$ cat src/verilog/cam_cfg_pkg.sv
`default_nettype none

package cam_cfg_pkg;

    // table size and index width
    localparam int unsigned REG_NUM = 32;       // entries issued per start-up
    localparam int unsigned IDX_W = 6;          // index also has to reach REG_NUM itself

    // power-on wait
    // scl runs at 250 kHz, 4 us per cycle, 5000 cycles gives the 20 ms the sensor needs
    localparam int unsigned POR_WAIT_CYCLES = 5000;
    localparam int unsigned POR_CNT_W = 13;

    // leading entries read back the chip id
    localparam int unsigned READ_NUM = 2;

    // resolution inputs
    localparam int unsigned PIX_W = 13;

    // i2c command word layout
    localparam int unsigned I2C_ADDR_W = 16;    // sensor register address
    localparam int unsigned I2C_DATA_W = 8;     // sensor register data
    localparam int unsigned I2C_WORD_W = I2C_ADDR_W + I2C_DATA_W;

    // chip id high byte, also the resting word once the table is done
    localparam logic [I2C_ADDR_W-1:0] ID_HI_ADDR = 16'h300a;

endpackage

`default_nettype wire

$ cat src/verilog/cam_cfg_seq.sv
`timescale 1ns/1ps
`default_nettype none

module cam_cfg_seq import cam_cfg_pkg::*; (
    input  logic           i2c_dri_clk,
    input  logic           local_rst,
    input  logic           por_start,
    input  logic           i2c_done,
    output logic [IDX_W:0] cfg_idx,
    output logic           i2c_exec,
    output logic           i2c_rh_wl,
    output logic           cam_init_done
);

    logic more_left;
    logic last_acked;

    assign more_left = (cfg_idx < (IDX_W + 1)'(REG_NUM));
    assign last_acked = i2c_done && (cfg_idx == (IDX_W + 1)'(REG_NUM));

    // one command in flight, the next exec waits for done
    always_ff @(posedge i2c_dri_clk) begin
        if (local_rst)
            i2c_exec <= 1'b0;
        else
            i2c_exec <= por_start || (i2c_done && more_left);
    end

    // entry counter, moves on with every issued command
    always_ff @(posedge i2c_dri_clk) begin
        if (local_rst)
            cfg_idx <= '0;
        else if (i2c_exec)
            cfg_idx <= cfg_idx + 1'b1;
    end

    // chip id reads first, then writes until reset
    always_ff @(posedge i2c_dri_clk) begin
        if (local_rst)
            i2c_rh_wl <= 1'b1;
        else if (cfg_idx == (IDX_W + 1)'(READ_NUM))
            i2c_rh_wl <= 1'b0;
    end

    always_ff @(posedge i2c_dri_clk) begin
        if (local_rst)
            cam_init_done <= 1'b0;
        else if (last_acked)
            cam_init_done <= 1'b1;      // held until the next reset
    end

    // done arrives two or more cycles after exec, so exec never stretches
    a_exec_pulse: assert property (@(posedge i2c_dri_clk) disable iff (local_rst)
        i2c_exec |=> !i2c_exec);

    a_idx_range: assert property (@(posedge i2c_dri_clk) disable iff (local_rst)
        cfg_idx <= (IDX_W + 1)'(REG_NUM));

    a_done_sticky: assert property (@(posedge i2c_dri_clk) disable iff (local_rst)
        cam_init_done |=> cam_init_done);

    // no further command once the sensor is configured
    a_quiet_after_done: assert property (@(posedge i2c_dri_clk) disable iff (local_rst)
        cam_init_done |-> !i2c_exec);

endmodule

`default_nettype wire

$ cat src/verilog/cam_pwr_seq.sv
`timescale 1ns/1ps
`default_nettype none

module cam_pwr_seq import cam_cfg_pkg::*; (
    input  logic i2c_dri_clk,
    input  logic cam_cfg_asy_rst,
    output logic local_rst,
    output logic por_start
);

    logic rst_meta;
    logic rst_sync;
    logic [POR_CNT_W-1:0] por_cnt;

    // asserts at once, releases on the second edge after the external reset drops
    always_ff @(posedge i2c_dri_clk or posedge cam_cfg_asy_rst) begin
        if (cam_cfg_asy_rst) begin
            rst_meta <= 1'b1;
            rst_sync <= 1'b1;
        end else begin
            rst_meta <= 1'b0;
            rst_sync <= rst_meta;
        end
    end

    assign local_rst = rst_sync;

    always_ff @(posedge i2c_dri_clk) begin
        if (local_rst) begin
            por_cnt <= '0;
            por_start <= 1'b0;
        end else begin
            if (por_cnt < POR_CNT_W'(POR_WAIT_CYCLES))
                por_cnt <= por_cnt + 1'b1;      // sticks at the wait length
            por_start <= (por_cnt == POR_CNT_W'(POR_WAIT_CYCLES - 1));
        end
    end

    // counter saturates, so start can only fire once per reset
    a_por_single: assert property (@(posedge i2c_dri_clk) disable iff (local_rst)
        por_start |=> !por_start);

endmodule

`default_nettype wire

$ cat src/verilog/cam_reg_table.sv
`timescale 1ns/1ps
`default_nettype none

module cam_reg_table import cam_cfg_pkg::*; (
    input  logic                  i2c_dri_clk,
    input  logic                  local_rst,
    input  logic [IDX_W:0]        cfg_idx,
    input  logic [PIX_W-1:0]      cam_h_pixel,
    input  logic [PIX_W-1:0]      cam_v_pixel,
    input  logic [PIX_W-1:0]      total_h_pixel,
    input  logic [PIX_W-1:0]      total_v_pixel,
    output logic [I2C_WORD_W-1:0] i2c_data
);

    logic [I2C_WORD_W-1:0] tbl_word;

    // address in the upper bits, data byte below
    function automatic logic [I2C_WORD_W-1:0] reg_word(
        input logic [I2C_ADDR_W-1:0] addr,
        input logic [I2C_DATA_W-1:0] data
    );
        return {addr, data};
    endfunction

    always_comb begin
        case (32'(cfg_idx))
            // chip id, read back
            0:  tbl_word = reg_word(ID_HI_ADDR, 8'h00);
            1:  tbl_word = reg_word(16'h300b, 8'h00);

            // soft reset, then back to normal mode
            2:  tbl_word = reg_word(16'h3008, 8'h82);
            3:  tbl_word = reg_word(16'h3008, 8'h02);
            4:  tbl_word = reg_word(16'h3103, 8'h02);  // system clock from pll
            5:  tbl_word = reg_word(16'h3017, 8'hff);  // pad output enable, sync/clk/d[9:6]
            6:  tbl_word = reg_word(16'h3018, 8'hff);  // pad output enable, d[5:0]/gpio
            7:  tbl_word = reg_word(16'h3037, 8'h13);  // pll pre-divider
            8:  tbl_word = reg_word(16'h3108, 8'h01);  // root clock divider

            // output format and pixel clock
            9:  tbl_word = reg_word(16'h4300, 8'h61);  // rgb565
            10: tbl_word = reg_word(16'h3035, 8'h11);  // system clock divide
            11: tbl_word = reg_word(16'h3036, 8'h3c);  // pll multiplier

            // sensor window start and end
            12: tbl_word = reg_word(16'h3800, 8'h00);
            13: tbl_word = reg_word(16'h3801, 8'h00);
            14: tbl_word = reg_word(16'h3802, 8'h00);
            15: tbl_word = reg_word(16'h3803, 8'h04);
            16: tbl_word = reg_word(16'h3804, 8'h0a);
            17: tbl_word = reg_word(16'h3805, 8'h3f);
            18: tbl_word = reg_word(16'h3806, 8'h07);
            19: tbl_word = reg_word(16'h3807, 8'h9b);

            // dvp output size
            20: tbl_word = reg_word(16'h3808, {4'd0, cam_h_pixel[11:8]});
            21: tbl_word = reg_word(16'h3809, cam_h_pixel[7:0]);
            22: tbl_word = reg_word(16'h380a, {5'd0, cam_v_pixel[10:8]});
            23: tbl_word = reg_word(16'h380b, cam_v_pixel[7:0]);

            // total line and frame size, blanking included
            24: tbl_word = reg_word(16'h380c, {3'd0, total_h_pixel[12:8]});
            25: tbl_word = reg_word(16'h380d, total_h_pixel[7:0]);
            26: tbl_word = reg_word(16'h380e, {3'd0, total_v_pixel[12:8]});
            27: tbl_word = reg_word(16'h380f, total_v_pixel[7:0]);

            // vertical offset, mirror/flip and binning
            28: tbl_word = reg_word(16'h3813, 8'h06);
            29: tbl_word = reg_word(16'h3820, 8'h46);
            30: tbl_word = reg_word(16'h3821, 8'h01);

            31: tbl_word = reg_word(16'h503d, 8'h00);  // test pattern off, 8'h80 gives colour bars

            // past the table the word points at a read-only register,
            // so a stray exec cannot rewrite anything
            default: tbl_word = reg_word(ID_HI_ADDR, 8'h00);
        endcase
    end

    // one cycle behind cfg_idx, settled well before the next exec
    always_ff @(posedge i2c_dri_clk) begin
        if (local_rst)
            i2c_data <= '0;
        else
            i2c_data <= tbl_word;
    end

endmodule

`default_nettype wire

$ cat src/verilog/ov5640_cfg.sv
`timescale 1ns/1ps
`default_nettype none

module ov5640_cfg import cam_cfg_pkg::*; (
    input  logic                  i2c_dri_clk,
    input  logic                  cam_cfg_asy_rst,
    input  logic [PIX_W-1:0]      cam_h_pixel,
    input  logic [PIX_W-1:0]      cam_v_pixel,
    input  logic [PIX_W-1:0]      total_h_pixel,   // line length incl. blanking
    input  logic [PIX_W-1:0]      total_v_pixel,   // frame length incl. blanking
    input  logic                  i2c_done,
    output logic                  i2c_exec,
    output logic [I2C_WORD_W-1:0] i2c_data,        // {addr, data}
    output logic                  i2c_rh_wl,       // 1 read, 0 write
    output logic                  cam_init_done
);

    logic           local_rst;
    logic           por_start;
    logic [IDX_W:0] cfg_idx;

    // reset release and power-on wait
    cam_pwr_seq pwr_seq_i (
        .i2c_dri_clk     (i2c_dri_clk),
        .cam_cfg_asy_rst (cam_cfg_asy_rst),
        .local_rst       (local_rst),
        .por_start       (por_start)
    );

    cam_cfg_seq cfg_seq_i (
        .i2c_dri_clk   (i2c_dri_clk),
        .local_rst     (local_rst),
        .por_start     (por_start),
        .i2c_done      (i2c_done),
        .cfg_idx       (cfg_idx),
        .i2c_exec      (i2c_exec),
        .i2c_rh_wl     (i2c_rh_wl),
        .cam_init_done (cam_init_done)
    );

    // register words, indexed by the sequencer
    cam_reg_table reg_table_i (
        .i2c_dri_clk   (i2c_dri_clk),
        .local_rst     (local_rst),
        .cfg_idx       (cfg_idx),
        .cam_h_pixel   (cam_h_pixel),
        .cam_v_pixel   (cam_v_pixel),
        .total_h_pixel (total_h_pixel),
        .total_v_pixel (total_v_pixel),
        .i2c_data      (i2c_data)
    );

endmodule

`default_nettype wire
$ cat config.mk
export PLATFORM = sky130hd
export DESIGN_NAME = ov5640_cfg
export DESIGN_NICKNAME = d
export VERILOG_FILES = /design/src/verilog/cam_cfg_pkg.sv /design/src/verilog/cam_cfg_seq.sv /design/src/verilog/cam_pwr_seq.sv /design/src/verilog/cam_reg_table.sv /design/src/verilog/ov5640_cfg.sv
export SDC_FILE = /design/constraint.sdc
export NUM_CORES = 1
export LEC_CHECK = 0
export BUFFER_PORTS_ARGS = -buffer_cell sky130_fd_sc_hd__buf_2
export CORE_ASPECT_RATIO = 0.5
export CORE_MARGIN = 2
export CORE_UTILIZATION = 56
export DETAILED_ROUTE_END_ITERATION = 8
export PLACE_DENSITY = 0.95
export SYNTH_ARGS = -nofsm -noshare
export SYNTH_HDL_FRONTEND = slang
export SYNTH_HIERARCHICAL = 1
export SYNTH_SLANG_ARGS = --single-unit
$ cat constraint.sdc
create_clock -name i2c_dri_clk -period 3.89 [get_ports i2c_dri_clk]
set_input_delay 0.5835 -clock i2c_dri_clk [delete_from_list [all_inputs] [get_ports i2c_dri_clk]]
set_output_delay 0.5835 -clock i2c_dri_clk [all_outputs]
set_load 0.02 [all_outputs]
After elaboration in Yosys (flattened, before gate mapping)
Index checks and enable logic that the tools add are counted.

operators by class
  add/subtract/negate cells = 2
  multiply operators = 0
  divide/modulo/power cells = 0
  magnitude comparators = 2
  eq/ne operators = 33
  shift operators = 0
  multiplexer cells = 1
  bitwise operators = 0
  reductions and logical operators = 3

operator list
  kind                                                                   count
  23-bit one-hot mux with 31 select lines                                1
  7-bit by 5-bit == test with 1-bit output (second input constant)       16
  7-bit by 4-bit == test with 1-bit output (second input constant)       8
  7-bit by 3-bit == test with 1-bit output (second input constant)       4
  7-bit by 2-bit == test with 1-bit output (second input constant)       2
  13-bit by 1-bit adder with 13-bit output (second input constant)       1
  13-bit == test (second input constant)                                 1
  13-bit < comparator (second input constant)                            1
  7-bit by 1-bit adder with 7-bit output (second input constant)         1
  7-bit by 1-bit == test with 1-bit output (second input constant)       1
  7-bit by 6-bit == test with 1-bit output (second input constant)       1
  7-bit by 6-bit < comparator with 1-bit output (second input constant)  1
  1-bit logical AND                                                      2
  1-bit logical OR                                                       1

word-level totals
  bits in registers = 50
  bits in latches = 0
  RAM bits = 0
  bits in read-only memories = 0
  bits of input ports = 55
  output and inout port bits = 27
  word-level logic and storage cells = 50
  memories = 0

Longest topological paths before layout
Gate-level depths: netlist (run 1).

  depth after elaboration = 3
  gate-level depth with buffers = 7
  gate-level depth less buffers = 5

By module
Netlist (run 1), hierarchy kept.

modules (own cells, without submodules)
  module         times used  cells each  area an instance (um2)  seq. area each (um2)
  cam_reg_table  1           216         1637.8                  400.4
  cam_pwr_seq    1           77          711.9                   332.8
  cam_cfg_seq    1           47          432.9                   200.2

Worst setup path after synthesis (run 1)
Ideal clock, no wire load.

  path type = reg2reg
  start point = register pwr_seq_i.por_cnt[3]
  end point = register pwr_seq_i.por_cnt[5]
  setup time = 0.071 ns
  data arrival time = 1.545 ns
  data required time = 3.819 ns
  slack = 2.274 ns
  stages on the path, launching flop included = 6
  buffers on the path = 1
  clock period less this slack = 1.616 ns
  path through = dfxtp_1 > nor4_2 > o21ai_1 > buf_2 > or4_1 > a21oi_1

on the way
  cells in the longest elaborated chain, start to end = 1
  elaborated cells on any way between the ends = 2
  those cells by class = add/sub (1); order compare (1)

RTL lines
  what                                                                                    line                                  source
  from (decl)                                                                             cam_pwr_seq.sv:13                     logic [POR_CNT_W-1:0] por_cnt;
  from (signal assigned)                                                                  cam_pwr_seq.sv:34                     por_cnt <= por_cnt + 1'b1;
  13-bit by 1-bit adder with 13-bit output / 13-bit < comparator (equally long branches)  cam_pwr_seq.sv:34, cam_pwr_seq.sv:33

Several ways; a longest one is shown, not always the timed one.
A chain may end at the register's enable or synchronous reset.

Final worst setup path (run 1)
  start point = register cfg_seq_i.cfg_idx[3]
  end point = register reg_table_i.i2c_data[5]

on the way
  cells in the longest elaborated chain, start to end = 2
  elaborated cells on any way between the ends = 32
  those cells by class = eq/ne (31); mux (1)

RTL lines
  what                                                                    line                 source
  from (decl)                                                             cam_cfg_seq.sv:9     output logic [IDX_W:0] cfg_idx,
  from (signal assigned)                                                  cam_cfg_seq.sv:34    cfg_idx <= cfg_idx + 1'b1;
  7-bit by 5-bit == test with 1-bit output, or another cell as far along  cam_reg_table.sv:26  case (32'(cfg_idx))
  23-bit one-hot mux with 31 select lines (*)                             cam_reg_table.sv:26
  to (signal assigned)                                                    cam_reg_table.sv:85  i2c_data <= tbl_word;
  to (decl)                                                               cam_reg_table.sv:12  output logic [I2C_WORD_W-1:0] i2c_data

Mark *: on every way between the ends. The rest lies on a longest branch, timed or not.

==> run summary, run 1 <==
Run status: finished clean
Synthesis Warnings: 6
Initial antenna violation count: 0
CTS tree: built
Peak VDD IR: 0.169 mV
Vias per cell: 5.92
Clk root buf: clkbuf_8
Yosys cell types: 63
Final core occ: 66.2%
GRT overflow: 0
Register area share after synthesis: 33.5%
Post-synth EDFFs: 0
Number of diodes: 0
Routability cong.: 0.940
1st-pass router iterations: 5
Hold WS: 0.292 ns
CP Max Fanout: 30
Worst slew margin: 16.8%
Post-CTS setup buffer count: 0
Die H: 53.8 um
Fmax: 0.430 GHz
Flops & latches, synth: 46
Top FF cell, synth: dfxtp_1
Clk buf depth: 2
Crit end category: flip-flop
Die width: 104 um
Post-Place Setup Slack: 1.65 ns
Critical path startpoint category: flip-flop
RSZ-0062 raised after global routing: no
Worst Setup SP: cfg_seq_i/cfg_idx[3]$_SDFFE_PP0P_
Die ar.: 0.00558 mm2
Worst Hold Class: input port to asynchronous set/reset pin
GRT Total Usage: 23.8%
Largest net degree at the start of global routing: 43
Fraction of the cycle the final worst path needs: 59.7%
NumNets Final: 457
Share of flip-flops with an asynchronous set or reset: 4.35%
Io pins: 82
1st-iter DRT viols: 125
Clk sink count: 46
DRT antenna net count: 0
Pleak: 1.25 nW
DRC: 0
Clock input transition at the sequential cells of the worst setup and hold paths: 0.09 ns
Worst skew pair latency: 0.30 ns
Total core area: 0.00486 mm2
Post-CTS Hold Fix Bufs: 0
Mapped Area: 0.00278 mm2
Crit path DAT: 2.58 ns
Cell count after synthesis: 340
Initial Util: 57.2%
Synth Area per Inst: 8.18 um2
Setup TNS: 0 ns
Vias in the first global route: 2296
Final Hold Violating Endpoints: 0
Total number of vias: 2777
Layout filler cell count: 406
Layout cells sized above 1: 26.3%
Synthesis-to-finish area growth: 15.6%
Tightest Pin Transition: 1.24 ns
FF-to-FF Start: cfg_seq_i/cfg_idx[3]$_SDFFE_PP0P_
Crit Path Category: flip-flop to flip-flop
First-pass GRT wire length: 10600 um
Worst EP required: 4.14 ns
IO Port Bufs: 74
Post-detail-place hpwl: 4490 um
Wire per inst: 14.2 um
Clock H-tree levels: 2
Row count: 18
Pins over their slew limit: 0
Worst Skew: 0.00651 ns
Period minus WS final: 2.32 ns
Power Density: 298 mW/mm2
Finish-stage setup viols: 0
Post_cts resized: 0
Final WL: 6680 um
Max Cap Violations: 0
Final worst-path setup slack: 1.57 ns
CTS Buf Count: 5
-- cells in the final DEF (no fill, tap or decap), types with 6 or more instances in the layout --
master   synthesis  final
a21oi_1         30     30
a22oi_1          6      6
a31oi_1         10     10
buf_2           13     74
buf_4           12      6
dfxtp_1         44     44
inv_1            8      8
nand2_1         25     25
nand3_1         12     12
nand4_1          7      7
nor2_1          27     27
nor2b_1          7      7
nor3_1           8      8
o21ai_0         19     19
o31ai_1          9      9
or4_1            8      8
xor2_1           6      6
-- power by group --
group / internal (W) / total (W) / switching, W
registers: 0.000481 / 0.000497 / 0.0000166
clock network: 0.000192 / 0.000355 / 0.000163
logic: 0.0000504 / 0.000108 / 0.0000571
-- Yosys cell counts, drive strengths merged (7+ instances only) --
cell type / count / share of area [%]
inv: 8 / 1.1
nand2: 25 / 3.4
o21ai: 20 / 3.6
or4: 8 / 2.2
buf: 26 / 6.0
o31ai: 9 / 2.4
nor2: 27 / 3.6
dfxtp: 44 / 32
a31oi: 10 / 2.2
nand3: 12 / 2.2
a21oi: 30 / 5.4
nor2b: 7 / 1.6
nor3: 9 / 1.8
nand4: 8 / 2.0
-- stage by stage --
stage                     total power, W  cell area (um2)  instances
after floorplan                 0.000575             2790        343
after global placement          0.000610             3110        461
after detailed placement        0.000613             3110        461
after CTS                       0.000966             3220        469
after global routing             0.00100             3220        469
final                           0.000960             3220        469
-- flip-flops by register name (all words and copies together) (netlist names) --
name and flops:
pwr_seq_i/por_cnt 13, pwr_seq_i/rst_meta 1, pwr_seq_i/por_start 1, cfg_seq_i/cfg_idx 7, pwr_seq_i/local_rst 1, cfg_seq_i/i2c_rh_wl 1, cfg_seq_i/i2c_exec 1, reg_table_i/i2c_data 20
cfg_seq_i/cam_init_done 1
-- path summary, 6_finish.rpt --
kind	endpoint	slack [ns]	depth (start not counted)
setup / recovery	reg_table_i/i2c_data[5]$_SDFF_PP0_	1.57	6
hold / removal	pwr_seq_i/rst_meta$_DFF_PP1_	0.29	2
setup reg to reg	reg_table_i/i2c_data[5]$_SDFF_PP0_	1.57	6
hold reg to reg	pwr_seq_i/local_rst$_DFF_PP1_	0.36	0
max in group asynchronous	pwr_seq_i/local_rst$_DFF_PP1_	3.58	2
min in group i2c_dri_clk	pwr_seq_i/local_rst$_DFF_PP1_	0.36	0
-- critical path: stages, from the launching register on --
cell	delay, ns
dfxtp_1	0.92
nor2b_1	0.29
buf_4	0.24
nand2_1	0.16
a311o_1	0.44
nor2_1	0.12
a31o_2	0.11
-- logic make-up (layout without fill, tap and decap cells) --
| group | count (synthesis) | in the layout | share of synthesized area, % |
|---|---|---|---|
| flip-flops | 46 | 46 | 33.5 |
| AND/OR/NAND/NOR | 124 | 124 | 24.4 |
| buffers and inverters | 40 | 96 | 7.87 |
| multiplexers | 8 | 8 | 4.27 |
| adder cells (fa/ha/maj) | 4 | 4 | 1.80 |
| XOR/XNOR | 7 | 7 | 2.20 |
| other | 2 | 5 | 0.270 |
| AO/OA/AOI/OAI | 109 | 109 | 25.7 |
-- metal layers --
layer,up-vias,wire (um),share of wire [%],global-route usage (%)
li1,1360,-,-,-
met1,1282,2950,44,30.6
met2,123,3100,46,40.9
met3,12,524,7.8,6.30
met4,0,100,1.5,6.53
met5,-,0,0,0
-- cell type report --
cell class                 instances  area (um2)  share of cell area, %
tap                               70        87.6                   2.72
multi-input combinational        257        1640                   51.0
clock buffer                       6        72.6                   2.26
inverter                           8        30.0                  0.933
sequential                        46         933                   29.0
clock inverter                     2        37.5                   1.17
timing repair buffer              80         415                   12.9
(Power assumes the default switching activity.)
==> inputs of run 2 (changes only) <==
Settings changed: CORE_UTILIZATION 56 to 47, PLACE_DENSITY 0.95 to 0.88.
Clock period 3.89 ns to 1.9 ns, I/O delays scaled along.
==> run 2 against run 1 <==
Against the previous run: count of clock-buffer cells in the layout fell by 1; power increased by 130%; non-clock buffer count up 18; first-iteration DRC count up 94%; routed wire length is 3.8% higher; core utilization shrank 4.9 points; clock skew decreased by 0.0012 ns; clock power rose to 2.8 times the previous value; highest routed layer unchanged.
==> run summary, run 2 (synthesis gave the netlist of run 1 again) <==
Run status: finished clean
Fraction of the cycle the final worst path needs: 90.8%
Reg2reg path depth: 5
Crit end category: flip-flop
Clock H-tree levels: 2
Post_cts resized: 0
Most common cell after layout, fill and taps aside: buf_2
Register area: 933 um2
Final WL: 6940 um
Die H: 58.4 um
Multi-input gate area: 0.00164 mm2
Critical path startpoint category: flip-flop
Largest register FFs: 20
IO Port Bufs: 74
First-pass GRT wire length: 11500 um
Initial Util: 49.8%
Largest Register: reg_table_i/i2c_data
Period minus WS final: 1.72 ns
CTS tree: built
CTS Buf Count: 5
NumNets Final: 475
Row count: 19
Power Density: 651 mW/mm2
Synthesis-to-finish area growth: 23.1%
FF-to-FF Start: pwr_seq_i/por_cnt[5]$_SDFFE_PP0N_
Routability cong.: 0.886
Io pins: 82
Worst Setup SP: pwr_seq_i/por_cnt[5]$_SDFFE_PP0N_
Pins over their slew limit: 0
Crit Path Category: flip-flop to flip-flop
Setup TNS: 0 ns
GRT Total Usage: 21.3%
1st-pass router iterations: 5
Largest net degree at the start of global routing: 33
Crit path DAT: 1.94 ns
CP Max Fanout: 12
Total core area: 0.00559 mm2
Die ar.: 0.00659 mm2
Clk root buf: clkbuf_16
Wire per inst: 14.2 um
Max Cap Violations: 0
Cell chain of the critical path: nor4_2 -> o21ai_1 -> buf_4 -> or4_1 -> a21oi_1
Fmax: 0.580 GHz
Worst Skew: 0.00534 ns
CP max-delay cell: or4_1
Final core occ: 61.3%
RSZ-0062 raised after global routing: no
1st-iter DRT viols: 242
Post-CTS Hold Fix Bufs: 0
Largest regs: reg_table_i/i2c_data: 20 flops, pwr_seq_i/por_cnt: 13 flops, cfg_seq_i/cfg_idx: 7 flops
Post-CTS setup buffer count: 0
Worst Hold Class: input port to asynchronous set/reset pin
Total number of vias: 2809
Peak VDD IR: 0.503 mV
Worst EP required: 2.12 ns
Clk buf depth: 2
Pleak: 1.38 nW
Final Hold Violating Endpoints: 0
Layout filler cell count: 478
Post-detail-place hpwl: 4860 um
Initial antenna violation count: 0
DRT antenna net count: 0
GRT overflow: 0
Finish-stage setup viols: 0
Vias in the first global route: 2520
Commonest cells after routing, fill and taps aside: buf_2, dfxtp_1, a21oi_1
Clk sink count: 46
Number of diodes: 0
Clock input transition at the sequential cells of the worst setup and hold paths: 0.06 ns
Worst skew pair latency: 0.28 ns
Vias per cell: 5.73
Die width: 113 um
Crit-path max cell delay: 0.50 ns
Layout cells sized above 1: 29.7%
DRC: 0
[run 2: changes by cell type in the layout (fill, tap and decap cells not counted)]
cell        change
buf_12          +1
buf_4          +17
clkbuf_1        -1
clkbuf_16       +5
clkbuf_8        -5
clkinv_2        +2
clkinvlp_4      -1
[run 2: final timing paths]
kind	to	slack, ns
setup / recovery	pwr_seq_i/por_cnt[11]$_SDFFE_PP0N_	0.18
hold / removal	pwr_seq_i/local_rst$_DFF_PP1_	0.02
setup reg to reg	pwr_seq_i/por_cnt[11]$_SDFFE_PP0N_	0.18
hold reg to reg	pwr_seq_i/local_rst$_DFF_PP1_	0.36
max in group asynchronous	pwr_seq_i/rst_meta$_DFF_PP1_	1.86
min in group i2c_dri_clk	cfg_seq_i/i2c_exec$_SDFF_PP0_	0.27
[run 2: area by class of cell]
type	count	area share, %
Multi-Input combinational cell	257	47.9
Sequential cell	46	27.3
Timing Repair Buffer	98	16.4
Clock buffer	5	3.65
Tap cell	73	2.67
Clock inverter	3	1.17
Inverter	8	0.877
[run 2: metal layers]
| metal | share of wire (%) | track usage [%] | vias up |
|---|---|---|---|
| met5 | 0 | 0 | - |
| met4 | 0.79 | 5.40 | 0 |
| met3 | 7.4 | 4.63 | 4 |
| met2 | 44 | 34.5 | 120 |
| met1 | 47 | 29.6 | 1279 |
| li1 | - | - | 1406 |
[run 2: worst max-delay path, delay by kind of cell, from the launching register on]
family          cells  cell delay (ns)
buf+inv             1             0.19
compound gates      2             0.29
flops               1             0.36
simple gates        2             0.82
[run 2: where the power goes]
group / leakage (nW) / switching [W] / internal [W]
logic: 0.918 / 0.000135 / 0.000114
registers: 0.378 / 0.0000167 / 0.000985
clock network: 0.0836 / 0.000362 / 0.000616
[run 2: through the flow]
| stage | cells | cell area, um2 | power (W) | hold slack, ns | worst slack [ns] |
|---|---|---|---|---|---|
| 3_5_place_dp | 482 | 3260 | 0.00127 | 0.313 | 0.212 |
| 4_1_cts | 490 | 3420 | 0.00225 | 0.0112 | 0.183 |
| 2_1_floorplan | 343 | 2790 | 0.00118 | 0.197 | 0.284 |
| 3_3_place_gp | 482 | 3260 | 0.00126 | 0.312 | 0.237 |
| 6_report | 490 | 3420 | 0.00223 | 0.0154 | 0.175 |
| 5_1_grt | 490 | 3420 | 0.00231 | 0.0201 | 0.0400 |
==> inputs of run 3 (changes only) <==
Settings changed: BUFFER_PORTS_ARGS -buffer_cell sky130_fd_sc_hd__buf_2 to -buffer_cell sky130_fd_sc_hd__buf_4, REMOVE_ABC_BUFFERS set to 1.
==> run 3 against run 2 <==
Against the previous run: power down 3.3%; hold slack gained 0.0064 ns; die area is the same; first-iteration DRC count decreased by 30%; critical endpoint is now reg_table_i/i2c_data[0]$_SDFF_PP0_.
==> run summary, run 3 (synthesis gave the netlist of run 1 again) <==
Worst Hold Class: input port to asynchronous set/reset pin
RSZ-0062 raised after global routing: no
1st-iter DRT viols: 169
Die H: 58.4 um
CP Max Fanout: 9
Total core area: 0.00559 mm2
Clk root buf: clkbuf_16
CTS tree: built
Critical path startpoint category: flip-flop
Die ar.: 0.00659 mm2
Wire per inst: 14.5 um
First-pass GRT wire length: 11400 um
Final WL: 7170 um
Period minus WS final: 1.72 ns
Pins over their slew limit: 0
Largest regs: reg_table_i/i2c_data: 20 flops, pwr_seq_i/por_cnt: 13 flops, cfg_seq_i/cfg_idx: 7 flops
Placed cells: 486
Row count: 19
Most common cell after layout, fill and taps aside: buf_4
Commonest cells after routing, fill and taps aside: buf_4, dfxtp_1, a21oi_1
Vias in the first global route: 2526
CTS Buf Count: 5
Run status: finished clean
DRT antenna net count: 0
Die width: 113 um
Max Cap Violations: 0
Post-detail-place hpwl: 5190 um
WL met1: 3200 um
Initial Util: 49.8%
Worst skew pair latency: 0.30 ns
Post-Place Setup Slack: 0.214 ns
GRT Total Usage: 21.3%
Clk sink count: 46
Largest register FFs: 20
Post-CTS setup buffer count: 0
Crit Path Category: flip-flop to flip-flop
Pleak: 1.44 nW
Total number of vias: 2895
WL met2: 3460 um
Largest Register: reg_table_i/i2c_data
Peak VDD IR: 0.374 mV
Post-CTS Hold Fix Bufs: 0
Final core occ: 65.2%
Finish-stage setup viols: 0
Fraction of the cycle the final worst path needs: 90.4%
Top Metal Used: met4
Clock H-tree levels: 2
GRT overflow: 0
Setup TNS: 0 ns
Power Density: 592 mW/mm2
Worst EP required: 2.11 ns
Layout filler cell count: 496
Number of diodes: 0
Routability cong.: 0.959
Initial antenna violation count: 0
Crit end category: flip-flop
DRC: 0
Final worst-path setup slack: 0.183 ns
IO Port Bufs: 74
Worst Skew: 0.00796 ns
Fmax: 0.582 GHz
Final Hold Violating Endpoints: 0
Layout cells sized above 1: 30.2%
Fin cells: 494
Post_cts resized: 0
Hold WS: 0.0218 ns
Largest net degree at the start of global routing: 51
Vias per cell: 5.86
Clock input transition at the sequential cells of the worst setup and hold paths: 0.06 ns
Synthesis-to-finish area growth: 30.9%
1st-pass router iterations: 5
NumNets Final: 479
Io pins: 82
DR WL met3: 403 um
Clk buf depth: 2
Crit path DAT: 1.93 ns
## run 3: cell types whose count changed in the layout (fill, tap and decap cells not counted), sizes merged
cell	before	now
buf	98	102
clkbuf	5	6
bufinv	1	0
## run 3: final cells by class
type,count,area (um2),area share [%]
clock buffer,6,129,3.54
inverter,8,30.0,0.824
multi-input combinational,257,1640,45.1
sequential,46,933,25.6
timing repair buffer,102,803,22.1
tap,73,91.3,2.51
clock inverter,2,13.8,0.378
## run 3: critical path: stages (launching register included)
cell	delay, ns
dfxtp_1	0.47
nor2b_1	0.38
buf_4	0.24
a22oi_1	0.09
o21ai_0	0.19
nand2_1	0.08
a31oi_1	0.18
## run 3: per-layer routing
layer	global-route usage, %	vias to the layer above
met3	4.84	10
met5	0	-
met4	6.10	0
met2	37.6	92
li1	-	1423
met1	26.8	1370
## run 3: final timing paths
kind | endpoint | cells after the start | startpoint | slack, ns
worst max register to register | reg_table_i/i2c_data[0]$_SDFF_PP0_ | 6 | cfg_seq_i/cfg_idx[3]$_SDFFE_PP0P_ | 0.18
worst min-delay path | pwr_seq_i/rst_meta$_DFF_PP1_ | 2 | cam_cfg_asy_rst | 0.02
worst min register to register | pwr_seq_i/local_rst$_DFF_PP1_ | 0 | pwr_seq_i/rst_meta$_DFF_PP1_ | 0.36
min in group i2c_dri_clk | cfg_seq_i/i2c_exec$_SDFF_PP0_ | 3 | i2c_done | 0.24
worst max-delay path | reg_table_i/i2c_data[0]$_SDFF_PP0_ | 6 | cfg_seq_i/cfg_idx[3]$_SDFFE_PP0P_ | 0.18
max in group asynchronous | pwr_seq_i/local_rst$_DFF_PP1_ | 2 | cam_cfg_asy_rst | 1.86
## run 3: where the power goes
| part | switching (W) | internal (W) | total [W] |
|---|---|---|---|
| logic | 0.000131 | 0.000154 | 0.000284 |
| clock network | 0.000378 | 0.000488 | 0.000866 |
| registers | 0.0000193 | 0.000985 | 0.00100 |
| total | 0.000528 | 0.00163 | 0.00216 |
## run 3: through the flow
step           cell area (um2)  power (W)
2_1_floorplan             2610    0.00116
3_3_place_gp              3500    0.00130
3_5_place_dp              3500    0.00131
4_1_cts                   3640    0.00218
5_1_grt                   3640    0.00224
6_report                  3640    0.00216
